[src/hdl/neoVideoPkg.sv]
// Widths and colour-word fields of the Neo Geo palette path, fixed to the 16-bit hardware format
package neoVideoPkg;

	//====================================================================
	// Bus widths
	//====================================================================

	// Palette address within one bank
	localparam int PAL_ADDR_W = 12;

	// Palette colour word as stored in RAM
	localparam int COLOR_W = 16;

	// One output channel of the RGB stream
	localparam int CHANNEL_W = 8;

	//====================================================================
	// System latch
	//====================================================================

	// Top bit carries the written value, low three bits pick the latch
	localparam int LATCH_SEL_W = 4;

	// Latch selectors kept by this design
	localparam logic [LATCH_SEL_W-2:0] LATCH_SHADOW  = 3'd0;
	localparam logic [LATCH_SEL_W-2:0] LATCH_PALBANK = 3'd7;

	//====================================================================
	// Colour word layout
	//====================================================================

	// Shared dark bit and the per-channel extra low bits
	localparam int DARK_BIT      = 15;
	localparam int RED_LSB_BIT   = 14;
	localparam int GREEN_LSB_BIT = 13;
	localparam int BLUE_LSB_BIT  = 12;

	// Lowest bit of each 4-bit main nibble
	localparam int RED_HI_LSB   = 8;
	localparam int GREEN_HI_LSB = 4;
	localparam int BLUE_HI_LSB  = 0;

	// Payload types
	typedef logic [COLOR_W-1:0]   colorWord_t;
	typedef logic [CHANNEL_W-1:0] channel_t;

endpackage

[src/hdl/systemLatch.sv]
// Only shadow and palette-bank selectors are kept; writes to any other selector are dropped
`timescale 1ns/1ps

module systemLatch (
	input  logic                               CLK_48M,
	input  logic                               nRESET,
	input  logic                               latchWrite,
	input  logic [neoVideoPkg::LATCH_SEL_W-1:0] latchAddr,
	output logic                               shadow,
	output logic                               palBank
);

	// Address split into selector and data bit
	logic [neoVideoPkg::LATCH_SEL_W-2:0] latchSel;
	logic                                latchValue;

	assign latchSel   = latchAddr[neoVideoPkg::LATCH_SEL_W-2:0];
	assign latchValue = latchAddr[neoVideoPkg::LATCH_SEL_W-1];

	//====================================================================
	// Flag registers
	//====================================================================

	// New value visible the cycle after the strobe
	always_ff @(posedge CLK_48M) begin
		if (!nRESET) begin
			shadow  <= 1'b0;
			palBank <= 1'b0;
		end else if (latchWrite) begin
			case (latchSel)
				// Halves the RGB output
				neoVideoPkg::LATCH_SHADOW: begin
					shadow <= latchValue;
				end
				// Picks the palette bank for both RAM ports
				neoVideoPkg::LATCH_PALBANK: begin
					palBank <= latchValue;
				end
				// Selectors of removed functions
				default: begin
				end
			endcase
		end
	end

	// An unknown selector would leave both flags in doubt
	latchAddrKnown: assert property (@(posedge CLK_48M) disable iff (!nRESET)
		latchWrite |-> !$isunknown(latchAddr))
		else $error("latchAddr unknown during latchWrite");

endmodule

[config.mk]
export PLATFORM = sky130hd
export DESIGN_NAME = systemLatch
export DESIGN_NICKNAME = d
export VERILOG_FILES = /design/src/hdl/neoVideoPkg.sv /design/src/hdl/systemLatch.sv
export SDC_FILE = /design/constraint.sdc
export NUM_CORES = 1
export LEC_CHECK = 0
export ABC_AREA = 1
export BUFFER_PORTS_ARGS = -buffer_cell sky130_fd_sc_hd__buf_2
export CORE_AREA = 2 2 39 41
export DETAILED_ROUTE_END_ITERATION = 16
export DIE_AREA = 0 0 41 43
export PLACE_DENSITY = 0.33
export SLEW_MARGIN = 20
export SYNTH_ARGS = -nofsm -noshare
export SYNTH_HDL_FRONTEND = slang
export SYNTH_SLANG_ARGS = --single-unit
[constraint.sdc]
create_clock -name CLK_48M -period 1.14 [get_ports CLK_48M]
set_input_delay 0.228 -clock CLK_48M [delete_from_list [all_inputs] [get_ports CLK_48M]]
set_output_delay 0.228 -clock CLK_48M [all_outputs]
set_load 0.03 [all_outputs]
==> impl.org <==
** Run status
- The flow ran to the end, and the final reports show no timing, DRC or antenna violations.

** Setup path
- In this design, the stage delay of the slowest critical-path cell is 0.32 ns.
- Together, buffers and inverters on the worst path number 1.
- In this run the number of cells on the critical path is 1.
- Worst setup endpoint :: palBank
- Critical Path, Cell by Cell :: buf_2
- The critical path is of the register to output pin type.
- The worst setup path is captured at an output pin.
- The kind of cell with the highest combined delay along the critical path is flip-flops.
- Slack of the worst reg-to-reg path :: 0.57 ns
- STA puts the critical path data arrival time at 0.73 ns.
- Peak fanout along the critical path :: 2
- Critical-path cell with the highest stage delay :: dfxtp_1
- Setup crit start :: palBank$_SDFFE_PN0P_
- Data required time at the worst endpoint :: 0.91 ns
- Reg-to-reg critical path endpoint :: shadow$_SDFFE_PN0P_
- The worst setup path is launched from a register.
- The worst register-to-register path begins at shadow$_SDFFE_PN0P_.
- Count of cells along the worst register-to-register path :: 2

** Timing
- Fin. Hold Viols :: 0
- Total Negative Setup Slacks :: 0 ns
- At the pin with the least slew margin, the transition time is 0.157 ns.
- Max-slew violation total from the final report :: 0
- Setup repair after global routing left no endpoint under its margin.
- Remaining max-slew budget at the tightest pin :: 89.6%
- For the final database, setup skew stands at 0 ns.
- Worst Hold Margin :: 0.252 ns
- Highest Clock Rate :: 1040 MHz
- Final Setup Violations :: 0
- Dividing the final minimum period by the clock period gives 84.4%.
- Final Critical Period :: 0.963 ns

** Floorplanning
- Pin placement for this block handled 9 I/O pins.
- After floorplanning, the core was sized to cover 1380 um2.
- Height of the die :: 43 um
- Initial Util :: 7.50%
- Horiz. Die Dim :: 41 um
- Total die area :: 1760 um2
- After floorplanning, the core was divided into 14 placement rows.

** Power and ir drop
- Internal power of the cells :: 0.203 mW
- Net switching power :: 0.0581 mW
- Combinational group share of total power :: 12.9%
- IR drop worst, VDD :: 0.000268 V
- The clock network burns 58.8% of the power.
- Switching power share of the total :: 22.2%
- For this design the static power due to leakage is 0.0981 nW.
- In this run the power density over the cells is 1400 nW/um2.
- Sequential power share :: 28.4%

** Yosys
- Number of distinct library cell variants in the gate-level netlist after synthesis :: 7
- After synthesis, the largest family of logic cells by area is simple AND/OR/NAND/NOR gates.
- Summing the areas of all xor and xnor instances in the mapped netlist gives 0% of the synthesized area.
- After synthesis the netlist holds a flip-flop and latch count of 2.
- Cell type contributing the most total cell area after synthesis :: dfxtp_1
- Multiplexer cells account for 0% of the synthesized area.
- Of the total synthesized cell area, the portion taken by full adders, half adders and majority gates is 0%.
- The synthesized netlist devotes 4.82% of its cell area to compound gates.
- Synthesis Warnings :: 0
- Fraction of the yosys area taken by sequential cells :: 38.6%
- Synth top area share :: 38.6%
- After Yosys synthesis, and, or, nand and nor cells account for 49.4% of the synthesized area.
- After synthesis the cells add up to 104 um2.
- Avg Cell Area, Syn :: 6.11 um2
- Gate count after technology mapping :: 17
- By area the synthesized netlist is led by dfxtp_1 (39%), nand2_1 (18%), nor2_1 (14%).
- When the netlist entered floorplanning its net count stood at 24.

** Clock tree
- Total number of clock tree sinks :: 2
- Clock-pin slew was measured on the worst setup and hold paths at 0.03 ns.
- Num CTS Buffers :: 3
- In this run, post-CTS hold repair placed 0 buffers.
- Deepest clock path buffer count :: 2
- Insertion delay of the later-clocked pin in the worst-skew pair :: 0.22 ns
- Post-CTS repair timing setup buffer count :: 0
- Maximum level of the CTS H-tree :: 1
- Clock tree from TritonCTS :: yes
- In this run the clock root is driven by a clkbuf_4.
- The number of gates resized after CTS was 0.

** Cells and area
- Commonest non-fill, non-tap cell in the layout :: buf_2
- The post-route netlist has 46.4% of its cells at a drive strength greater than 1.
- The number of antenna diodes in the final layout is 0.
- Net count, final :: 37
- Measured on the finished design, the core utilization comes to 13.5%.
- Most frequent cells in the layout :: buf_2 (8), nand2_1 (5), nor2_1 (4)
- Compared with the post-synthesis result, the final layout area differs by 79.5%.

** Global route
- Entering global routing, the biggest net connects 3 pins.
- Wire length of the first global-routing pass :: 434 um
- Via count of the first global-routing pass :: 137
- GR Overflow Total :: 0
- Overall Global Routing Usage :: 4.40%
- Antenna violations before repair :: 0

** Routing
- For this block, the initial DRC count from the detailed router was 1.
- Via Count :: 131
- In the routed layout, each cell is associated on average with a via count of 2.98.
- Count of nets left with antenna violations after detail routing :: 0
- DR pass1 iterations :: 3
- For this block, the routed nets add up to 297 um of wire.
- Dividing the detail-routed wire length by the instance count gives 6.75 um.
- After detailed routing, the number of remaining DRC violations is 0.

** Placement
- Routability-driven placement finished with a final weighted congestion of 0.626.
- In this run the tool buffered the top-level ports with 8 buffer cells.

** Min path
- The min-delay analysis places its worst path in the category input pin to register.

** Job
- Max_cap viols :: 0
## power by group through the flow
stage | combinational (mW) | clock [mW] | sequential [mW]
after floorplan | 0.0124 | 0 | 0.0799
after detailed placement | 0.0343 | 0 | 0.0750
final | 0.0337 | 0.154 | 0.0742
after global placement | 0.0340 | 0 | 0.0750
after CTS | 0.0344 | 0.167 | 0.0741
after global routing | 0.0377 | 0.166 | 0.0742
## sequential cells by signal (all words and copies together) (netlist names)
| signal | flops |
|---|---|
| palBank | 1 |
| shadow | 1 |
## logic make-up after synthesis
kind of cell / count (synthesis)
AOI/OAI and AO/OA: 1
buffers and inverters: 2
and+or+nand+nor: 12
DFF: 2
## worst min path at each step
stage               cells past startpoint  slack [ns]                    to                 start
floorplan                               2        0.35  palBank$_SDFFE_PN0P_                nRESET
global placement                        2        0.48  palBank$_SDFFE_PN0P_  palBank$_SDFFE_PN0P_
detailed placement                      3        0.48   shadow$_SDFFE_PN0P_                nRESET
CTS                                     3        0.24   shadow$_SDFFE_PN0P_                nRESET
global route                            3        0.25   shadow$_SDFFE_PN0P_                nRESET
finish                                  3        0.25   shadow$_SDFFE_PN0P_                nRESET
## per-layer routing
layer  up-vias  GRT usage [%]  part of all wire (%)  routed length (um)
met5         -              0                     0                   0
met1        53           3.82                    40                 119
li1         74              -                     -                   -
met3         0           1.57                   7.7                  23
met4         0           8.00                     0                   0
met2         4           5.31                    52                 154
## through the flow
stage / worst slack [ns] / std cells / area [um2] / power (mW)
after floorplan: 0.428 / 17 / 104 / 0.0923
after global placement: 0.368 / 41 / 164 / 0.109
after detailed placement: 0.370 / 41 / 164 / 0.109
after CTS: 0.161 / 44 / 186 / 0.276
after global routing: 0.152 / 44 / 186 / 0.278
final: 0.177 / 44 / 186 / 0.262
## cell usage after synthesis
master / instances
nand2_1: 5
nor2_1: 4
dfxtp_1: 2
inv_1: 2
nor2_2: 2
a21oi_1: 1
nand3_1: 1
## cell type report
class,instances,area [um2]
fillers,165,1200
clock buffers,3,22.5
inverters,2,7.51
repair buffers,8,40.0
well taps,16,20.0
flip-flops and latches,2,40.0
multi-input cells,13,56.3
No activity file was read; power rests on OpenSTA's default activity.
