<file path="src/hdl/neoVideoPkg.sv">
// Widths and colour-word fields of the Neo Geo palette path, fixed to the 16-bit hardware format
package neoVideoPkg;

	//====================================================================
	// Bus widths
	//====================================================================

	// Palette address within one bank
	localparam int PAL_ADDR_W = 12;

	// Palette colour word as stored in RAM
	localparam int COLOR_W = 16;

	// One output channel of the RGB stream
	localparam int CHANNEL_W = 8;

	//====================================================================
	// System latch
	//====================================================================

	// Top bit carries the written value, low three bits pick the latch
	localparam int LATCH_SEL_W = 4;

	// Latch selectors kept by this design
	localparam logic [LATCH_SEL_W-2:0] LATCH_SHADOW  = 3'd0;
	localparam logic [LATCH_SEL_W-2:0] LATCH_PALBANK = 3'd7;

	//====================================================================
	// Colour word layout
	//====================================================================

	// Shared dark bit and the per-channel extra low bits
	localparam int DARK_BIT      = 15;
	localparam int RED_LSB_BIT   = 14;
	localparam int GREEN_LSB_BIT = 13;
	localparam int BLUE_LSB_BIT  = 12;

	// Lowest bit of each 4-bit main nibble
	localparam int RED_HI_LSB   = 8;
	localparam int GREEN_HI_LSB = 4;
	localparam int BLUE_HI_LSB  = 0;

	// Payload types
	typedef logic [COLOR_W-1:0]   colorWord_t;
	typedef logic [CHANNEL_W-1:0] channel_t;

endpackage

</file>
<file path="src/hdl/videoOutput.sv">
// Expects palData and shadow settled by the pixelEnable cycle; outputs update only at the pixel rate
`timescale 1ns/1ps

module videoOutput (
	input  logic                    CLK_48M,
	input  logic                    nRESET,
	input  logic                    pixelEnable,
	input  logic                    shadow,
	input  neoVideoPkg::colorWord_t palData,
	input  logic                    hblankIn,
	input  logic                    vblankIn,
	output neoVideoPkg::channel_t   red,
	output neoVideoPkg::channel_t   green,
	output neoVideoPkg::channel_t   blue,
	output logic                    hblank,
	output logic                    vblank
);

	// Main nibble and intermediate level widths
	localparam int NIBBLE_W = 4;
	localparam int LEVEL_W  = 6;

	//====================================================================
	// Colour conversion
	//====================================================================

	// Nibble, own low bit, then nibble MSB repeated
	// Dark bit takes one step off, clamped at zero
	// Bits 4 and 3 fill the bottom of the 8-bit value
	function automatic neoVideoPkg::channel_t convertChannel(
		input logic [NIBBLE_W-1:0] mainNibble,
		input logic                lowBit,
		input logic                darkBit
	);
		logic [LEVEL_W:0] level;
		level = {1'b0, mainNibble, lowBit, mainNibble[NIBBLE_W-1]}
			- {{LEVEL_W{1'b0}}, darkBit};
		// Borrow out means 0 minus dark
		if (level[LEVEL_W]) begin
			return '0;
		end
		return {level[LEVEL_W-1:0], level[4:3]};
	endfunction

	neoVideoPkg::channel_t redLevel;
	neoVideoPkg::channel_t greenLevel;
	neoVideoPkg::channel_t blueLevel;
	neoVideoPkg::channel_t redShaded;
	neoVideoPkg::channel_t greenShaded;
	neoVideoPkg::channel_t blueShaded;
	logic                  hblankStage;

	always_comb begin
		redLevel = convertChannel(palData[neoVideoPkg::RED_HI_LSB +: NIBBLE_W],
			palData[neoVideoPkg::RED_LSB_BIT], palData[neoVideoPkg::DARK_BIT]);
		greenLevel = convertChannel(palData[neoVideoPkg::GREEN_HI_LSB +: NIBBLE_W],
			palData[neoVideoPkg::GREEN_LSB_BIT], palData[neoVideoPkg::DARK_BIT]);
		blueLevel = convertChannel(palData[neoVideoPkg::BLUE_HI_LSB +: NIBBLE_W],
			palData[neoVideoPkg::BLUE_LSB_BIT], palData[neoVideoPkg::DARK_BIT]);
	end

	// Shadow halves every channel
	always_comb begin
		redShaded   = shadow ? (redLevel >> 1) : redLevel;
		greenShaded = shadow ? (greenLevel >> 1) : greenLevel;
		blueShaded  = shadow ? (blueLevel >> 1) : blueLevel;
	end

	//====================================================================
	// Pixel-rate registers
	//====================================================================

	// vblank one pixel late, hblank two pixels late
	always_ff @(posedge CLK_48M) begin
		if (!nRESET) begin
			red         <= '0;
			green       <= '0;
			blue        <= '0;
			hblankStage <= 1'b0;
			hblank      <= 1'b0;
			vblank      <= 1'b0;
		end else if (pixelEnable) begin
			red         <= redShaded;
			green       <= greenShaded;
			blue        <= blueShaded;
			hblankStage <= hblankIn;
			hblank      <= hblankStage;
			vblank      <= vblankIn;
		end
	end

endmodule

</file>
<file path="config.mk">
export PLATFORM = sky130hd
export DESIGN_NAME = videoOutput
export DESIGN_NICKNAME = d
export VERILOG_FILES = /design/src/hdl/neoVideoPkg.sv /design/src/hdl/videoOutput.sv
export SDC_FILE = /design/constraint.sdc
export NUM_CORES = 1
export LEC_CHECK = 0
export ABC_CLOCK_PERIOD_IN_PS = 4000
export BUFFER_PORTS_ARGS = -buffer_cell sky130_fd_sc_hd__buf_2
export CAP_MARGIN = 20
export CORE_ASPECT_RATIO = 0.75
export CORE_UTILIZATION = 41
export CTS_BUF_LIST = sky130_fd_sc_hd__clkbuf_4
export DETAILED_ROUTE_END_ITERATION = 7
export PLACE_DENSITY = 0.67
export SYNTH_ARGS = -nofsm -noshare
export SYNTH_HDL_FRONTEND = slang
export SYNTH_SLANG_ARGS = --single-unit
</file>
<file path="constraint.sdc">
create_clock -name CLK_48M -period 4 [get_ports CLK_48M]
set_input_delay 0.8 -clock CLK_48M [delete_from_list [all_inputs] [get_ports CLK_48M]]
set_output_delay 0.8 -clock CLK_48M [all_outputs]
set_load 0.01 [all_outputs]
</file>
==> metrics.md, run 1 <==
| Metric | Value |
|---|---|
| Outcome | completed |
| Max-slew headroom | 65.0% |
| Number of max-cap violations | 0 |
| #FFs+latches synth | 24 |
| Number of flops mapped to enable cells by yosys | 0 |
| Async SR Flop Fraction | 0% |
| Unrepaired setup endpoints after global routing | false |
| CTS tree | yes |
| Final slew viol count | 0 |
| Vias in the first global route | 1164 |
| CTS Buf Count | 3 |
| Mapped Cells | 169 |
| Final Cycle Share | 54.9% |
| Setup TNS | 0 ns |
| Initial Utilization | 43.5% |
| Clk_lat worst skew | 0.31 ns |
| Syn. warnings | 0 |
| Power, Total | 0.495 mW |
| Die area | 0.00375 mm² |
| Fin Clk Skew | 0.000162 ns |
| Critical Path RT | 4.20 ns |
| Syn avg cell area | 8.51 µm² |
| Count of final setup violators | 0 |
| Final Hold Fails | 0 |
| Fraction of layout cells with a size suffix above 1 | 25.5% |
| IO Count | 48 |
| Worst-path clk slew | 0.14 ns |
| Peak VDD IR | 0.146 mV |
| DR vias/cell | 5.52 |
| Post-Syn Area | 0.00144 mm² |
| Die H | 53.3 µm |
| Initial DRC count | 78 |
| Port Buffers | 47 |
| Unique masters post-synth | 37 |
| Area of the core | 0.00331 mm² |
| DRC | 0 |
| Initial antenna violation count | 0 |
| Fmax | 455 MHz |
| TritonRoute pass-1 iters | 4 |
| Gpl congestion | 0.878 |
| Worst-Margin Slew | 0.525 ns |
| Seq/Total Area, Yosys | 33.4% |
| Endpoint type of the worst setup path | flip-flop |
| DRT antenna net count | 0 |
| WL per Instance | 13.5 µm |
| Layout Utilization | 51.1% |
| Post-CTS Setup Repair Bufs | 0 |
| Dominant synthesized flop cell | dfxtp_1 |
| Floorplan row count | 18 |
| H-tree levels | 1 |
| Total GRT Usage | 19.0% |
| Routed wire length | 3.36 mm |
| Fillers | 325 |
| ANT cells | 0 |
| Pleak | 0.777 nW |
| DR vias | 1368 |
| Clk sink count | 24 |
| Hold buffers post-CTS | 0 |
| Synthesized Nets | 197 |
| CP Class | in -> reg |
| Worst path arrival time | 2.40 ns |
| Nets | 237 |
| Gr ovfl total | 0 |
| Crit-path max FO | 7 |
| Synthesis-to-finish area growth | 17.5% |
| Max clock buf depth | 2 |
| CP Launch Type | input pin |
| First-pass GRT wire length | 5.62 mm |
| Die Span X | 70.4 µm |
| PostCTS Resize Cnt | 0 |
| Clock Tree Root | clkbuf_4 |
| FF-to-FF setup slack | 3.22 ns |
| Post-DP HPWL | 2.56 mm |
| Post-route minimum period | 2.20 ns |
| Cell Pwr Density | 293 mW/mm² |
| Largest net degree at the start of global routing | 36 |
| Worst min path class | reg -> reg |
[critical path, cell delays in order]
cell and delay (ns):
buf_2 0.12, inv_1 0.07, ha_1 0.18, ha_1 0.27, nor3b_1 0.47, mux2i_1 0.33, o221ai_1 0.16
[layout make-up]
class | count | area [µm²] | share of cell area, %
Multi-Input combinational cell | 122 | 857 | 50.7
Sequential cell | 24 | 480 | 28.4
Timing Repair Buffer | 47 | 235 | 13.9
Tap cell | 40 | 50.0 | 2.96
Inverter | 11 | 41.3 | 2.44
Clock buffer | 3 | 22.5 | 1.33
Clock inverter | 1 | 3.75 | 0.222
[metrics by stage]
stage / setup slack, ns / hold slack [ns] / instances / cell area (µm²)
after global placement: 1.51 / 0.451 / 244 / 1660
final: 1.80 / 0.476 / 248 / 1690
after floorplan: 1.84 / 0.460 / 169 / 1440
after CTS: 1.83 / 0.482 / 248 / 1690
after detailed placement: 1.50 / 0.454 / 244 / 1660
after global routing: 1.69 / 0.494 / 248 / 1690
[state kept, by name, indices dropped and copies added, names as in the netlist]
signal / count
vblank: 1
green: 7
hblankStage: 1
hblank: 1
blue: 7
red: 7
[cell usage after synthesis (all sizes together), types with 2 or more instances]
library cell  number  area, µm²
o41ai              2       17.5
o22ai              2       12.5
nand3              4       20.0
nand2b             6       37.5
dfxtp             24        480
inv               11       41.3
and4               2       17.5
nor2b              5       31.3
a21oi              9       45.0
mux2i             10        100
nand3b            11       82.6
nor3b              6       45.0
o21ai              7       35.0
ha                 6       75.1
o21a               2       15.0
nand2              7       26.3
a32o               3       30.0
buf                6       37.5
clkbuf             6       22.5
xor2               5       43.8
a31oi              3       18.8
o221ai             5       43.8
mux2               2       22.5
nor2              14       52.6
[where the power goes]
| part | switching [mW] | total, mW | internal (mW) |
|---|---|---|---|
| Clock | 0.0732 | 0.110 | 0.0365 |
| Combinational | 0.0681 | 0.122 | 0.0539 |
| Sequential | 0.00810 | 0.264 | 0.255 |
[layout by cell type (no fill, tap or decap), types with 2 or more instances in the layout]
cell type	synthesis	final
o21a_1	2	2
mux2i_1	10	10
nor2b_1	5	5
nand3b_1	11	11
nor2_1	14	14
a21oi_1	9	9
and4_1	2	2
dfxtp_1	24	24
nand3_1	4	4
nor3b_1	6	6
buf_2	3	47
mux2_2	2	2
a31oi_1	3	3
o21ai_0	7	7
xor2_1	5	5
a32o_1	3	3
o221ai_1	5	5
clkbuf_4	0	3
o41ai_1	2	2
nand2b_1	6	6
ha_1	6	6
nand2_1	7	7
o22ai_1	2	2
inv_1	10	10
[cells by family (layout without fill, tap and decap cells)]
logic type      after synthesis  in the layout  share of synthesized area (%)
flops                        24             24                           33.4
xor+xnor                      5              5                           3.04
mux                          12             12                           8.52
buf+inv                      23             62                           7.04
fa+ha+maj                     6              6                           5.22
compound gates               38             38                           18.1
simple gates                 61             61                           24.7
[layer usage]
layer / global-route usage (%) / vias up / share of wire (%)
met3: 4.95 / 2 / 5.5
met4: 2.00 / 0 / 0.36
met2: 29.7 / 41 / 44
li1: - / 691 / -
met1: 27.0 / 634 / 50
met5: 0 / - / 0
[path summary, 6_finish.rpt]
| kind | cells after the start | from | end |
|---|---|---|---|
| max | 7 | palData[3] | blue[6]$_SDFFE_PN0P_ |
| min | 2 | blue[2]$_SDFFE_PN0P_ | blue[2]$_SDFFE_PN0P_ |
| max reg2reg | 2 | blue[4]$_SDFFE_PN0P_ | blue[4]$_SDFFE_PN0P_ |
| min reg2reg | 2 | blue[2]$_SDFFE_PN0P_ | blue[2]$_SDFFE_PN0P_ |
Power figures use the tool's default switching activity.
==> inputs of run 2 (changes only) <==
- ABC_AREA: not set -> 1
- ABC_CLOCK_PERIOD_IN_PS: 4000 -> 1900
- PLACE_DENSITY: 0.67 -> 0.69
- clock period: 4 -> 1.9 ns (I/O delays scaled with it)
==> metrics.md, run 2 <==
| Metric | Value |
|---|---|
| Outcome | completed |
| Top cells by count, synth | nand2_1 (74), inv_1 (35), nor2_1 (35), nand3_1 (32), dfxtp_1 (24) |
| Worst-path clk slew | 0.14 ns (about the same) |
| Count of final setup violators | 0 (unchanged) |
| Post-route minimum period | 1.52 ns |
| First-pass GRT wire length | 6.17 mm (+9.7%) |
| CTS tree | yes |
| Worst setup startpoint | palData[3] |
| Post-Syn Area | 0.00152 mm² (+5.7%) |
| Initial antenna violation count | 0 (unchanged) |
| CP Launch Type | input pin |
| Gr ovfl total | 0 (unchanged) |
| Pre-CTS WS | 0.0505 ns (-1.45 ns) |
| Unrepaired setup endpoints after global routing | false |
| Hold Path Stages | 3 (+1) |
| Most area-consuming cells after synthesis | dfxtp_1 (32%), nand2_1 (18%), nand3_1 (11%), inv_1 (8.6%), nor2_1 (8.6%) |
| DR vias/cell | 4.61 (-16%) |
| Max clock buf depth | 2 (unchanged) |
| Clk_lat worst skew | 0.33 ns (+0.02 ns) |
| Syn avg cell area | 6.08 µm² (-29%) |
| Die Span X | 72.3 µm (+2.7%) |
| Worst R2R End | blue[5]$_SDFFE_PN0P_ |
| TritonRoute pass-1 iters | 4 (unchanged) |
| Fmax | 657 MHz |
| Die area | 0.00396 mm² (+5.5%) |
| Final slew viol count | 0 (unchanged) |
| Share of the synthesized area in the top cell type | 31.6% (-1.8 points) |
| Power, Total | 1.21 mW (+140%) |
| Worst reg2reg path startpoint | blue[5]$_SDFFE_PN0P_ |
| DRT antenna net count | 0 (unchanged) |
| Async SR Flop Fraction | 0% (unchanged) |
| Initial DRC count | 76 (-2.6%) |
| Post-DP HPWL | 2.83 mm (+10%) |
| Largest regs | blue (7), green (7), red (7) |
| Synthesis-to-finish area growth | 19.4% |
| Initial Utilization | 44.4% (+0.95 points) |
| Pleak | 1.06 nW (+37%) |
| Vias in the first global route | 1373 (+18%) |
| Final Cycle Share | 80.1% |
| Floorplan row count | 18 (unchanged) |
| Most frequent cells in the layout | nand2_1 (74), buf_2 (47), inv_1 (35), nor2_1 (35), nand3_1 (32) |
| Number of flops mapped to enable cells by yosys | 0 (unchanged) |
| Layout Utilization | 53.0% (+2.0 points) |
| Worst-Margin Slew | 0.390 ns (-0.135 ns) |
| Fillers | 377 (+16%) |
| Area of the core | 0.00342 mm² (+3.4%) |
| Slowest cell on crit path | nand3_1 |
| FF-to-FF setup slack | 1.16 ns (-2.06 ns) |
| DR vias | 1580 (+15%) |
| CTS Buf Count | 3 (unchanged) |
| Final Worst Setup Slack | 0.379 ns (-1.42 ns) |
| ANT cells | 0 (unchanged) |
| Fin Hold WS | 0.264 ns (-0.212 ns) |
| PostCTS Resize Cnt | 0 (unchanged) |
| #FFs+latches synth | 24 (unchanged) |
| WL per Instance | 10.6 µm (-22%) |
| H-tree levels | 1 (unchanged) |
| DRC | 0 (unchanged) |
| Clock Tree Root | clkbuf_4 |
| Largest net degree at the start of global routing | 18 (-50%) |
| Critical-path cell list | buf_2, inv_1, ha_1, ha_1, inv_1, nor2_1, nand3_1, nand3_1, nand3_1, nand2_1, inv_1 |
| Unique masters post-synth | 21 (-43%) |
| Routed wire length | 3.64 mm (+8.5%) |
| Critical Path RT | 2.14 ns (-2.06 ns) |
| Seq/Total Area, Yosys | 31.6% (-1.8 points) |
| Die H | 54.7 µm (+2.7%) |
| Most frequent cell after synthesis | nand2_1 |
| Endpoint type of the worst setup path | flip-flop |
| Port Buffers | 47 (unchanged) |
| Nets | 322 (+36%) |
| Worst setup path end | blue[3]$_SDFFE_PN0P_ |
| Worst path arrival time | 1.76 ns (-0.64 ns) |
| Cells on worst reg2reg path | 3 (+1) |
| Number of max-cap violations | 0 (unchanged) |
| Gpl congestion | 0.765 (-13%) |
| Post-CTS Setup Repair Bufs | 0 (unchanged) |
| CP max stage delay | 0.26 ns (-0.21 ns) |
| Most common cell after layout, fill and taps aside | nand2_1 |
| Final Hold Fails | 0 (unchanged) |
| Hold buffers post-CTS | 0 (unchanged) |
| Crit-path max FO | 8 (+1) |
| Synth area leader | dfxtp_1 |
| Max-slew headroom | 74.0% (+9.0 points) |
| Dominant synthesized flop cell | dfxtp_1 |
| Peak VDD IR | 0.376 mV (+160%) |
| CP Class | in -> reg |
| IO Count | 48 (unchanged) |
| Cell Pwr Density | 664 mW/mm² (+130%) |
| Fraction of layout cells with a size suffix above 1 | 20.1% (-5.3 points) |
| Total GRT Usage | 20.6% (+1.5 points) |
| Clk sink count | 24 (unchanged) |
| Synthesized Nets | 278 (+41%) |
| Mapped Cells | 250 (+48%) |
| Syn. warnings | 0 (unchanged) |
| Fin Clk Skew | 0.0000723 ns (-0.0000899 ns) |
| Setup TNS | 0 ns (unchanged) |
| Worst min path class | in -> reg |
[run 2: changes by cell type in the layout (fill, tap and decap cells not counted), moves of 5 or more]
| cell | change |
|---|---|
| nand3_1 | +28 |
| mux2i_1 | -10 |
| inv_1 | +25 |
| nor2b_1 | -5 |
| nand2_1 | +67 |
| o221ai_1 | -5 |
| nor2_1 | +21 |
| nand3b_1 | -11 |
| nor3b_1 | -6 |
| nand2b_1 | -6 |
[run 2: worst min path at each step]
stage,start,to
finish,vblankIn,vblank$_SDFFE_PN0P_
global route,hblankIn,hblankStage$_SDFFE_PN0P_
CTS,vblankIn,vblank$_SDFFE_PN0P_
detailed placement,blue[7]$_SDFFE_PN0P_,blue[7]$_SDFFE_PN0P_
global placement,red[7]$_SDFFE_PN0P_,red[7]$_SDFFE_PN0P_
floorplan,hblankStage$_SDFFE_PN0P_,hblank$_SDFFE_PN0P_
[run 2: cell families (layout without fill, tap and decap cells)]
kind of cell | Yosys count | in the layout | synth area share (%)
xor gates and xnor gates | 2 | 2 | 1.15
adders and majority gates | 6 | 6 | 4.94
DFF | 24 | 24 | 31.6
AOI/OAI and AO/OA | 22 | 22 | 7.57
and+or+nand+nor | 147 | 147 | 40.7
buffers and inverters | 49 | 92 | 14.0
[run 2: layout make-up]
cell class                      count  area (µm²)  share of cell area [%]
Timing Repair Buffer               48         243                    13.4
Clock buffer                        3        22.5                    1.24
Clock inverter                      1        30.0                    1.65
Multi-Input combinational cell    177         827                    45.6
Tap cell                           50        62.6                    3.45
Sequential cell                    24         480                    26.5
Inverter                           40         150                    8.27
[run 2: worst max-delay path: cells and delay by family]
family,cells,cell delay [ns]
adder cells (fa/ha/maj),2,0.39
AND/OR/NAND/NOR,5,0.68
buffers and inverters,4,0.30
[run 2: metrics by stage]
stage / std cells / cell area (µm²)
2_1_floorplan: 250 / 1520
3_3_place_gp: 339 / 1760
3_5_place_dp: 339 / 1760
4_1_cts: 343 / 1820
5_1_grt: 343 / 1820
6_report: 343 / 1820
[run 2: per-layer routing]
| layer | GRT usage, % | routed length, µm | vias up |
|---|---|---|---|
| li1 | - | - | 864 |
| met1 | 29.0 | 2020 | 669 |
| met2 | 31.3 | 1370 | 43 |
| met3 | 4.79 | 213 | 4 |
| met4 | 5.88 | 39 | 0 |
| met5 | 0 | 0 | - |
[run 2: power breakdown]
group / total (mW) / internal (mW) / switching (mW)
Sequential: 0.555 / 0.538 / 0.0179
Combinational: 0.271 / 0.104 / 0.167
Clock: 0.379 / 0.214 / 0.165
