===== src/hdl/pixelClockGen.sv =====
// Needs PIXEL_DIVIDE of 2 or more; every output is a clock enable in the CLK_48M domain
`timescale 1ns/1ps

module pixelClockGen #(
	parameter int PIXEL_DIVIDE = 8
) (
	input  logic CLK_48M,
	input  logic nRESET,
	output logic enable24P,
	output logic enable24N,
	output logic pixelEnable
);

	// Counter just wide enough for the divide ratio
	localparam int COUNT_W = (PIXEL_DIVIDE > 1) ? $clog2(PIXEL_DIVIDE) : 1;
	localparam logic [COUNT_W-1:0] COUNT_LAST = COUNT_W'(PIXEL_DIVIDE - 1);

	logic               halfPhase;
	logic [COUNT_W-1:0] divCount;

	//====================================================================
	// 24 MHz enable pair
	//====================================================================

	// Toggles every master cycle
	always_ff @(posedge CLK_48M) begin
		if (!nRESET) begin
			halfPhase <= 1'b0;
		end else begin
			halfPhase <= ~halfPhase;
		end
	end

	// Complementary phases of the same toggle
	assign enable24N = halfPhase;
	assign enable24P = ~halfPhase;

	//====================================================================
	// Pixel enable
	//====================================================================

	// Free-running divider, pulse on wrap
	// First pulse lands PIXEL_DIVIDE cycles after reset release
	always_ff @(posedge CLK_48M) begin
		if (!nRESET) begin
			divCount    <= '0;
			pixelEnable <= 1'b0;
		end else begin
			pixelEnable <= (divCount == COUNT_LAST);
			if (divCount == COUNT_LAST) begin
				divCount <= '0;
			end else begin
				divCount <= divCount + COUNT_W'(1);
			end
		end
	end

	// Downstream stages count on an isolated one-cycle strobe
	pixelEnableSingle: assert property (@(posedge CLK_48M) disable iff (!nRESET)
		pixelEnable |=> !pixelEnable)
		else $error("pixelEnable high on two consecutive cycles");

endmodule


===== config.mk =====
export PLATFORM = sky130hd
export DESIGN_NAME = pixelClockGen
export DESIGN_NICKNAME = d
export VERILOG_FILES = /design/src/hdl/pixelClockGen.sv
export SDC_FILE = /design/constraint.sdc
export NUM_CORES = 1
export LEC_CHECK = 0
export BUFFER_PORTS_ARGS = -buffer_cell sky130_fd_sc_hd__buf_2
export CAP_MARGIN = 20
export CORE_AREA = 2 2 39 41
export CTS_CLUSTER_DIAMETER = 80
export DETAILED_ROUTE_END_ITERATION = 16
export DIE_AREA = 0 0 41 43
export PLACE_DENSITY_LB_ADDON = 0.3
export SLEW_MARGIN = 10
export SYNTH_ARGS = -nofsm -noshare
export SYNTH_HDL_FRONTEND = slang
export SYNTH_SLANG_ARGS = --single-unit

===== constraint.sdc =====
create_clock -name CLK_48M -period 1.8 [get_ports CLK_48M]
set_clock_uncertainty 0.2 [all_clocks]
set_input_delay 0.27 -clock CLK_48M [delete_from_list [all_inputs] [get_ports CLK_48M]]
set_output_delay 0.27 -clock CLK_48M [all_outputs]
set_load 0.02 [all_outputs]

==> results by group, run 1 <==
Outcome
  – Status: completed

Placement
  – Pre-CTS setup slack: 0.495 ns
  – Placed Area: 213 um2
  – Post-DP HPWL: 265 um
  – Global placement routability congestion: 0.460
  – PortBufs: 4

Global routing
  – Largest net degree at the start of global routing: 6
  – Grt total ovfl: 0
  – Vias in the first global route: 141
  – Gr usage total: 5.92%
  – Initial antenna violation count: 0
  – First-pass GRT wire length: 510 um

Setup path
  – Critical Path Source Type: flop
  – WS Path Type: flop to flop
  – WP data arrival: 1.22 ns
  – CP cell instances: ha_1 -> ha_1 -> and3b_1
  – Worst path max stage delay: 0.31 ns
  – CP Max Fanout: 2
  – Critical path's top delay family: adder cells
  – Crit path top cell by count: ha_1
  – CP Buf/Inv Count: 0
  – Data required time at the worst endpoint: 1.73 ns
  – CP max-delay cell: dfxtp_1
  – CP Capture Type: flop

CTS
  – H-tree Lvls: 1
  – Clock Path Buffers: 2
  – CTS tree: yes
  – Clock Sinks: 5
  – Resized cells post-CTS: 0
  – Clk slew on worst S/H paths: 0.04 ns
  – Post-CTS Hold Buffers: 0
  – CTS root buf: clkbuf_4
  – Clock latency on the worst-skew pair: 0.24 ns
  – Inserted Clock Buffers: 3
  – Setup Buffers After CTS: 0

Timing
  – Worst slew pin tran: 0.142 ns
  – Setup-failing EPs final: 0
  – Fmax: 775 MHz
  – Fin. Hold Viols: 0
  – Unrepaired setup endpoints after global routing: no
  – Final period utilization: 71.7%
  – Final max-slew violation count: 0
  – Final WS setup: 0.510 ns
  – Slew HR: 90.5%
  – Setup TNS after final layout: 0 ns
  – Final min period: 1.29 ns

Drt
  – DRT Wirelength: 334 um
  – Antenna-violating nets left: 0
  – 1st-pass router iterations: 1
  – Met3 wire len: 45 um
  – Initial drt markers: 0
  – DR WL/cell: 9.03 um
  – Vias: 124
  – Routed vias/inst: 3.35
  – Wl on met1: 75 um
  – Met2 WL: 181 um
  – Residual DRC count: 0
  – Top Layer Used: met4

Synth
  – FF+latch count, synth: 5
  – Synth area leaders: dfxtp_1 58%, ha_1 14%, and3b_1 10%, nor3b_2 7.2%, and2_2 4.3%
  – Sequential fraction of the synthesis area: 58.0%
  – Mapped Cells: 13
  – Syn_area_per_cell: 13.3 um2
  – Most area-hungry cell type in the Yosys netlist: dfxtp_1
  – Post-synthesis simple-gate area fraction: 25.4%
  – Largest family of logic cells by synthesized area: simple AND/OR/NAND/NOR gates
  – Post-Synth Adder-Cell Area: 14.5%
  – Area fraction in compound gates after synthesis: 0%
  – Mux contribution to synthesized area: 0%
  – Yosys top cell area share: 58.0%
  – Distinct cells, synth: 7
  – Synth Area in XOR/XNOR: 0%
  – YS warnings: 0
  – Syn nets: 17
  – Mapped Area: 173 um2

Die
  – I/O pins: 5
  – Area of the core: 1380 um2
  – Starting Density: 12.5%
  – DIE WIDTH: 41 um
  – Rows: 14
  – Die area: 1760 um2
  – Chip height: 43 um

Finish
  – Nets: 26
  – Filler cells: 154
  – Design area: 239 um2
  – Layout cells sized above 1: 42.9%
  – # diodes: 0
  – Layout area overhead: 38.4%

Flow run
  – Max-cap violations: 0

Power and ir drop
  – Worst vdd ir: 0.160 mV
  – P per Cell Area: 1140 nW/um2
  – Overall power: 273 uW
  – Pleak: 0.120 nW

Worst hold path
  – Hold Crit Class: input pin to flop
sequential cells by signal, summed over array words and instances (netlist names):
name	count
divCount	3
enable24N	1
pixelEnable	1
final cells by class:
class                      count  area (um2)  share of cell area [%]
clock buffer                   4        26.3                    11.0
inverter                       1        3.75                    1.57
multi-input combinational      7        68.8                    28.8
sequential                     5         100                    41.9
tap                           16        20.0                    8.38
timing repair buffer           4        20.0                    8.38
power by group:
| group | leakage, nW | switching (mW) | internal, mW |
|---|---|---|---|
| combinational | 0.0642 | 0.0104 | 0.00956 |
| clock | 0.0150 | 0.0467 | 0.0838 |
| sequential | 0.0413 | 0.00366 | 0.119 |
| total | 0.120 | 0.0607 | 0.212 |
synth_stat cells:
cell and n:
dfxtp_1 5, and3b_1 2, ha_1 2, and2_2 1
inv_1 1, nor2b_1 1, nor3b_2 1
cells by family after synthesis:
| logic type | count (synthesis) |
|---|---|
| DFF | 5 |
| buffers and inverters | 1 |
| and+or+nand+nor | 5 |
| adders and majority gates | 2 |
cell usage in the layout (no fill, tap or decap):
cell type / n
clkbuf_4: 3
ha_1: 2
buf_2: 4
dfxtp_1: 5
and3b_1: 2
nor3b_2: 1
clkbuf_1: 1
and2_2: 1
nor2b_1: 1
inv_1: 1
metal layers:
metal,vias up,GRT usage [%]
met2,7,8.75
met4,0,14.0
met1,55,2.24
met5,-,0
li1,58,-
met3,4,1.57
final timing paths:
kind         cells past startpoint        start  slack, ns           to
max                              3  divCount[0]       0.51  divCount[2]
min                              2       nRESET        0.1  pixelEnable
max reg2reg                      3  divCount[0]       0.51  divCount[2]
min reg2reg                      1  divCount[0]       0.24  divCount[0]
through the flow:
step	instances	hold WS, ns	utilization, %
final	37	0.0958	17.3
after global routing	37	0.108	17.3
after CTS	37	0.0919	17.3
after detailed placement	33	0.234	15.4
after global placement	33	0.221	15.4
after floorplan	13	0.198	-
(Power assumes the default switching activity.)
==> run 2, diff against run 1 <==
--- a/config.mk
+++ b/config.mk
@@ -5,6 +5,7 @@
 export SDC_FILE = /design/constraint.sdc
 export NUM_CORES = 1
 export LEC_CHECK = 0
+export ABC_AREA = 1
 export BUFFER_PORTS_ARGS = -buffer_cell sky130_fd_sc_hd__buf_2
 export CAP_MARGIN = 20
 export CORE_AREA = 2 2 39 41
==> constraint.sdc (replaced) <==
create_clock -name CLK_48M -period 1.2 [get_ports CLK_48M]
set_clock_uncertainty 0.2 [all_clocks]
set_input_delay 0.18 -clock CLK_48M [delete_from_list [all_inputs] [get_ports CLK_48M]]
set_output_delay 0.18 -clock CLK_48M [all_outputs]
set_load 0.02 [all_outputs]
==> run 2 against run 1 <==
Net effect: synthesized cell count grew 46%; clock power increased by 48%; non-clock buffer count up 1; sequential power increased by 50%; utilization grew 1.4 points; largest cell class unchanged; hold slack better by 0.10 ns; highest routed layer is now met3; power is 50% higher; critical path depth increased by 1; sequential cell count is the same.
==> results by group, run 2 <==
Synth
  – Yosys top cell area share: 58.0% (unchanged)
  – Sequential fraction of the synthesis area: 58.0% (unchanged)
  – Top-count cell post-synth: inv_1 (was dfxtp_1)
  – Commonest cells post-synth: 6 x inv_1, 5 x dfxtp_1, 4 x nor2_1 (was 5 x dfxtp_1, 2 x and3b_1, 2 x ha_1)
  – Number of synthesized flops with an enable pin: 0 (unchanged)
  – Largest family of logic cells by synthesized area: adder cells (was simple AND/OR/NAND/NOR gates)
  – Ys async rst share: 0% (unchanged)
  – Mapped Area: 173 um2 (unchanged)
  – Post-synthesis simple-gate area fraction: 14.5% (was 25.4%)
  – Synth area leaders: dfxtp_1 58%, ha_1 14%, inv_1 13%, nor2_1 8.7%, nand2_2 3.6% (was dfxtp_1 58%, ha_1 14%, and3b_1 10%, nor3b_2 7.2%, and2_2 4.3%)
  – Area fraction in compound gates after synthesis: 0% (unchanged)
  – YS warnings: 0 (unchanged)
  – Distinct cells, synth: 6 (was 7)
  – FF+latch count, synth: 5 (unchanged)
  – Most area-hungry cell type in the Yosys netlist: dfxtp_1 (unchanged)
  – Syn nets: 23 (was 17)
  – Synth Area in XOR/XNOR: 0% (unchanged)
  – Syn_area_per_cell: 9.09 um2 (was 13.3 um2)
  – Post-Synth Adder-Cell Area: 14.5% (unchanged)
  – Mapped Cells: 19 (was 13)
  – Main synth FF type: dfxtp_1 (unchanged)
  – Mux contribution to synthesized area: 0% (unchanged)

Die
  – Rows: 14 (unchanged)
  – Starting Density: 12.5% (unchanged)
  – I/O pins: 5 (unchanged)
  – Die area: 1760 um2 (unchanged)
  – Area of the core: 1380 um2 (unchanged)
  – DIE WIDTH: 41 um (unchanged)
  – Chip height: 43 um (unchanged)

Drt
  – Vias: 133 (was 124)
  – 1st-pass router iterations: 2 (was 1)
  – DRT Wirelength: 237 um (was 334 um)
  – Antenna-violating nets left: 0 (unchanged)
  – DR WL/cell: 5.39 um (was 9.03 um)
  – Routed vias/inst: 3.02 (was 3.35)
  – Initial drt markers: 1 (was 0)
  – Residual DRC count: 0 (unchanged)

Setup path
  – CP Max Fanout: 2 (unchanged)
  – WP data arrival: 1.12 ns (was 1.22 ns)
  – CP cell instances: ha_2 -> ha_2 -> inv_1 -> nor2_2 (was ha_1 -> ha_1 -> and3b_1)
  – Crit path top cell by count: ha_2 (was ha_1)
  – Critical Path Source: divCount[0] (unchanged)
  – RR Startpoint: divCount[0] (unchanged)
  – CP Capture Type: flop (unchanged)
  – Worst path max stage delay: 0.31 ns (about the same)
  – Critical Path Source Type: flop (unchanged)
  – WS Path Type: flop to flop (unchanged)
  – Data required time at the worst endpoint: 1.18 ns (was 1.73 ns)
  – CP max-delay cell: dfxtp_2 (was dfxtp_1)

Finish
  – # diodes: 0 (unchanged)
  – Most common cell after layout, fill and taps aside: inv_1 (was dfxtp_1)
  – Max reg flops: 3 (unchanged)
  – Most frequent cells in the layout: 5 x inv_1, 4 x buf_2, 3 x nor2_1, 3 x clkbuf_4, 3 x dfxtp_1 (was 5 x dfxtp_1, 4 x buf_2, 3 x clkbuf_4, 2 x and3b_1, 2 x ha_1)
  – Post-Route Utilization: 18.7% (was 17.3%)
  – Largest register by flop count: divCount (unchanged)
  – Final cell count without fillers: 44 (was 37)
  – Nets: 33 (was 26)
  – Layout cells sized above 1: 50.0% (was 42.9%)
  – Layout area overhead: 50.0% (was 38.4%)

Worst hold path
  – Hold path start: enable24N (was nRESET)
  – Hold Crit Class: flop to flop (was input pin to flop)

Flow run
  – Max-cap violations: 0 (unchanged)

Global routing
  – Largest net degree at the start of global routing: 4 (was 6)
  – Grt total ovfl: 0 (unchanged)
  – Vias in the first global route: 112 (was 141)
  – First-pass GRT wire length: 407 um (was 510 um)
  – Initial antenna violation count: 0 (unchanged)
  – Gr usage total: 4.11% (was 5.92%)

CTS
  – CTS root buf: clkbuf_4 (unchanged)
  – Clock latency on the worst-skew pair: 0.24 ns (about the same)
  – Inserted Clock Buffers: 3 (unchanged)
  – CTS tree: yes (unchanged)
  – Clock Sinks: 5 (unchanged)
  – Clock Path Buffers: 2 (unchanged)
  – Clk slew on worst S/H paths: 0.04 ns (about the same)
  – H-tree Lvls: 1 (unchanged)
  – Setup Buffers After CTS: 0 (unchanged)

Timing
  – Worst slew pin tran: 0.108 ns (was 0.142 ns)
  – Slew HR: 92.9% (was 90.5%)
  – Fin. Hold Viols: 0 (unchanged)
  – Final period utilization: 95.2% (was 71.7%)
  – Final max-slew violation count: 0 (unchanged)
  – Setup TNS after final layout: 0 ns (unchanged)
  – Final min period: 1.14 ns (was 1.29 ns)
  – Unrepaired setup endpoints after global routing: no (unchanged)
  – Fmax: 876 MHz (was 775 MHz)
  – Setup-failing EPs final: 0 (unchanged)

Placement
  – Post-DP HPWL: 167 um (was 265 um)
  – PortBufs: 4 (unchanged)
  – DP Cell Count: 39 (was 33)
  – Global placement routability congestion: 0.449 (was 0.460)

Power and ir drop
  – Worst vdd ir: 0.241 mV (was 0.160 mV)
  – Pleak: 0.131 nW (was 0.120 nW)
  – P per Cell Area: 1580 nW/um2 (was 1140 nW/um2)

Outcome
  – Status: completed (unchanged)
-- run 2: cell count changes in the layout (fill, tap and decap cells not counted), moves of 2 or more --
cell     before  now
ha_2          0    2
ha_1          2    0
inv_1         1    5
nor2_1        0    3
dfxtp_1       5    3
and3b_1       2    0
dfxtp_2       0    2
-- run 2: layout make-up --
| cell class | count | area (um2) |
|---|---|---|
| timing repair buffer | 5 | 30.0 |
| multi-input combinational | 8 | 57.6 |
| sequential | 5 | 103 |
| clock buffer | 4 | 26.3 |
| fill | 154 | 1120 |
| tap | 16 | 20.0 |
| inverter | 6 | 22.5 |
-- run 2: worst paths after layout --
path,end,slack [ns],cells past startpoint
hold reg to reg,enable24N,0.20,1
setup / recovery,divCount[2],0.06,4
hold / removal,enable24N,0.20,1
setup reg to reg,divCount[2],0.06,4
-- run 2: worst max-delay path: cells and delay by family, from the launching register on --
family | cells | cell delay [ns]
adders and majority gates | 2 | 0.47
buffers and inverters | 1 | 0.04
DFF | 1 | 0.31
and+or+nand+nor | 1 | 0.06
-- run 2: kinds of logic (layout without fill, tap and decap cells) --
logic type / count (synthesis) / in the layout
and+or+nand+nor: 6 / 6
adders and majority gates: 2 / 2
buffers and inverters: 6 / 15
DFF: 5 / 5
-- run 2: routing by layer --
metal  global-route usage (%)  share of wire (%)  vias up  wire length [um]
met4                     6.00                  0        0                 0
met3                     3.14                6.8        0                16
li1                         -                  -       73                 -
met2                     5.00                 41        5                97
met5                        0                  0        -                 0
met1                     3.21                 52       55               123
-- run 2: where the power goes --
group          switching (mW)  total [mW]  internal (mW)
Combinational          0.0199      0.0351         0.0151
Clock                  0.0661       0.192          0.126
Sequential            0.00459       0.183          0.179
Total                  0.0907       0.410          0.320
-- run 2: what timing repair did --
item / 4_1_cts / 5_1_grt
hold buffers: 1 / 0
resized for setup: 0 / 6
endpoints found under the setup margin: 0 / 4
hold endpoints to repair: 2 / 0
-- run 2: per-stage QoR --
| step | cell area (um2) | hold slack [ns] | total power [mW] | worst slack (ns) |
|---|---|---|---|---|
| after floorplan | 173 | 0.0776 | 0.207 | 0.0794 |
| after global placement | 213 | 0.210 | 0.216 | 0.0485 |
| after detailed placement | 213 | 0.209 | 0.216 | 0.0454 |
| after CTS | 249 | 0.221 | 0.416 | 0.0380 |
| after global routing | 259 | 0.215 | 0.442 | 0.000464 |
| final | 259 | 0.199 | 0.410 | 0.0579 |
==> run 3, diff against run 2 <==
==> constraint.sdc (replaced) <==
create_clock -name CLK_48M -period 1 [get_ports CLK_48M]
set_clock_uncertainty 0.2 [all_clocks]
set_input_delay 0.15 -clock CLK_48M [delete_from_list [all_inputs] [get_ports CLK_48M]]
set_output_delay 0.15 -clock CLK_48M [all_outputs]
set_load 0.02 [all_outputs]
==> run 3 against run 2 <==
Net effect: worst setup slack worse by 0.14 ns; clock power is 20% higher; the run now ends with hold timing, setup timing left; via count is 6.0% higher; power is 25% higher; cell area is 15% higher.
==> results by group, run 3 (synthesis gave the netlist of run 2 again) <==
Outcome
  – Status: finished with violations (was completed)
  – Failing checks: hold timing, setup timing

Drt
  – Routed vias/inst: 3.20 (was 3.02)
  – 1st-pass router iterations: 2 (unchanged)
  – Initial drt markers: 2 (was 1)
  – Antenna-violating nets left: 0 (unchanged)
  – DR WL/cell: 6.52 um (was 5.39 um)
  – Vias: 141 (was 133)
  – DRT Wirelength: 287 um (was 237 um)
  – Residual DRC count: 0 (unchanged)

Worst hold path
  – Hold endpoint: pixelEnable (was enable24N)
  – Hold path start: nRESET (was enable24N)
  – Hold Crit Class: input pin to flop (was flop to flop)
  – Cells on Worst Hold Path: 3 (was 1)

Finish
  – Final cell count without fillers: 44 (unchanged)
  – # diodes: 0 (unchanged)
  – Most frequent cells in the layout: 4 x nor2_1, 4 x dfxtp_2, 3 x inv_2, 3 x inv_1, 3 x clkbuf_4 (was 5 x inv_1, 4 x buf_2, 3 x nor2_1, 3 x clkbuf_4, 3 x dfxtp_1)
  – Nets: 33 (unchanged)
  – Largest register by flop count: divCount (unchanged)
  – Layout cells sized above 1: 60.7% (was 50.0%)
  – Layout area overhead: 73.2% (was 50.0%)
  – Storage cell area: 105 um2 (was 103 um2)
  – Max reg flops: 3 (unchanged)
  – Multi-input gate area: 80.1 um2 (was 57.6 um2)
  – Filler cells: 161 (was 154)
  – Design area: 299 um2 (was 259 um2)
  – Post-Route Utilization: 21.6% (was 18.7%)

CTS
  – Clock Path Buffers: 2 (unchanged)
  – Setup Buffers After CTS: 0 (unchanged)
  – Clock latency on the worst-skew pair: 0.24 ns (about the same)
  – CTS root buf: clkbuf_4 (unchanged)
  – Inserted Clock Buffers: 3 (unchanged)
  – H-tree Lvls: 1 (unchanged)
  – Clk slew on worst S/H paths: 0.04 ns (about the same)
  – Clock Sinks: 5 (unchanged)
  – CTS tree: yes (unchanged)
  – Post-CTS Hold Buffers: 1 (unchanged)

Setup path
  – Critical Path Source Type: flop (unchanged)
  – Worst path max stage delay: 0.34 ns (was 0.31 ns)
  – CP cell instances: inv_2 -> buf_6 (was ha_2 -> ha_2 -> inv_1 -> nor2_2)
  – Worst r2r dst: divCount[2] (unchanged)
  – WP data arrival: 0.73 ns (was 1.12 ns)
  – CP Max Fanout: 3 (was 2)
  – Data required time at the worst endpoint: 0.65 ns (was 1.18 ns)
  – CP Capture Type: output pin (was flop)
  – WS Path Type: flop to output pin (was flop to flop)
  – Critical Path Source: enable24N (was divCount[0])
  – CP max-delay cell: dfxtp_2 (unchanged)
  – Reg2Reg Setup Slack: -0.08 ns (was 0.06 ns)
  – Worst reg-to-reg path cell count: 4 (unchanged)
  – RR Startpoint: divCount[0] (unchanged)

Placement
  – Placed Area: 240 um2 (was 213 um2)
  – Pre-CTS setup slack: -0.0939 ns (was 0.0454 ns)
  – Global placement routability congestion: 0.539 (was 0.449)
  – DP Cell Count: 39 (unchanged)
  – PortBufs: 4 (unchanged)
  – Post-DP HPWL: 216 um (was 167 um)

Timing
  – Final period utilization: 108%
  – Final max-slew violation count: 0 (unchanged)
  – Fin. Hold Viols: 4 (was 0)
  – Slew HR: 93.8% (was 92.9%)
  – Fmax: 923 MHz
  – Unrepaired setup endpoints after global routing: yes (was no)
  – Final WS setup: -0.0838 ns (was 0.0579 ns)
  – Worst slew pin tran: 0.0934 ns (was 0.108 ns)
  – Setup-failing EPs final: 7 (was 0)
  – Final min period: 1.08 ns
  – Hold WS: -0.0371 ns (was 0.199 ns)

Power and ir drop
  – Pleak: 0.137 nW (was 0.131 nW)
  – Seq pwr share: 44.2% (was 44.7%)
  – Sw Share: 22.7% (was 22.1%)
  – Internal: 397 uW (was 320 uW)
  – Overall power: 514 uW (was 410 uW)
  – Worst vdd ir: 0.572 mV (was 0.241 mV)
  – P per Cell Area: 1720 nW/um2 (was 1580 nW/um2)
  – Sw power: 117 uW (was 90.7 uW)
  – Clock power share: 44.8% (was 46.7%)
  – Logic gate share of total power: 11.1% (was 8.6%)

Die
  – DIE WIDTH: 41 um (unchanged)
  – Rows: 14 (unchanged)
  – Starting Density: 12.5% (unchanged)
  – Area of the core: 1380 um2 (unchanged)
  – I/O pins: 5 (unchanged)
  – Chip height: 43 um (unchanged)
  – Die area: 1760 um2 (unchanged)

Global routing
  – Initial antenna violation count: 0 (unchanged)
  – Largest net degree at the start of global routing: 4 (unchanged)
  – Vias in the first global route: 110 (was 112)
  – Grt total ovfl: 0 (unchanged)
  – First-pass GRT wire length: 400 um (was 407 um)
  – Gr usage total: 4.32% (was 4.11%)

Flow run
  – Max-cap violations: 0 (unchanged)
[run 3: cell type report]
type	instances	area share, %
Sequential cell	5	35.1
Multi-Input combinational cell	8	26.8
Timing Repair Buffer	5	15.1
Clock buffer	4	8.79
Inverter	6	7.53
Tap cell	16	6.69
[run 3: power groups by stage]
| stage | clock network [mW] | logic (mW) | registers, mW |
|---|---|---|---|
| 2_1_floorplan | 0 | 0.0270 | 0.232 |
| 6_report | 0.230 | 0.0568 | 0.227 |
| 4_1_cts | 0.239 | 0.0562 | 0.227 |
| 5_1_grt | 0.257 | 0.0646 | 0.227 |
| 3_3_place_gp | 0 | 0.0412 | 0.229 |
| 3_5_place_dp | 0 | 0.0446 | 0.230 |
[run 3: timing repair]
item,CTS,global route
endpoints found under the setup margin,7,7
endpoints found under the hold margin,5,4
pin swaps,3,3
resized for setup,9,1
[run 3: worst max-delay path by stage]
stage	endpoint	cells past startpoint
after global placement	divCount[0]	5
after CTS	enable24P	2
after global routing	divCount[0]	5
after floorplan	divCount[2]	4
after detailed placement	divCount[0]	5
final	enable24P	2
[run 3: critical path: cells and delay by family (launching register included)]
kind                   cells  cell delay [ns]
buffers and inverters      2             0.16
flip-flops                 1             0.34
[run 3: routing by layer]
layer	routed length (um)	GRT usage, %	vias up
met5	0	0	-
met4	0	2.00	0
met3	52	7.85	0
met2	129	4.69	9
met1	104	3.22	61
li1	-	-	71
[run 3: through the flow]
stage | setup TNS, ns | hold slack (ns)
2_1_floorplan | -0.130 | 0.0476
3_3_place_gp | -0.200 | 0.175
3_5_place_dp | -0.259 | 0.190
4_1_cts | -0.465 | -0.0610
5_1_grt | -0.654 | -0.0291
6_report | -0.436 | -0.0371
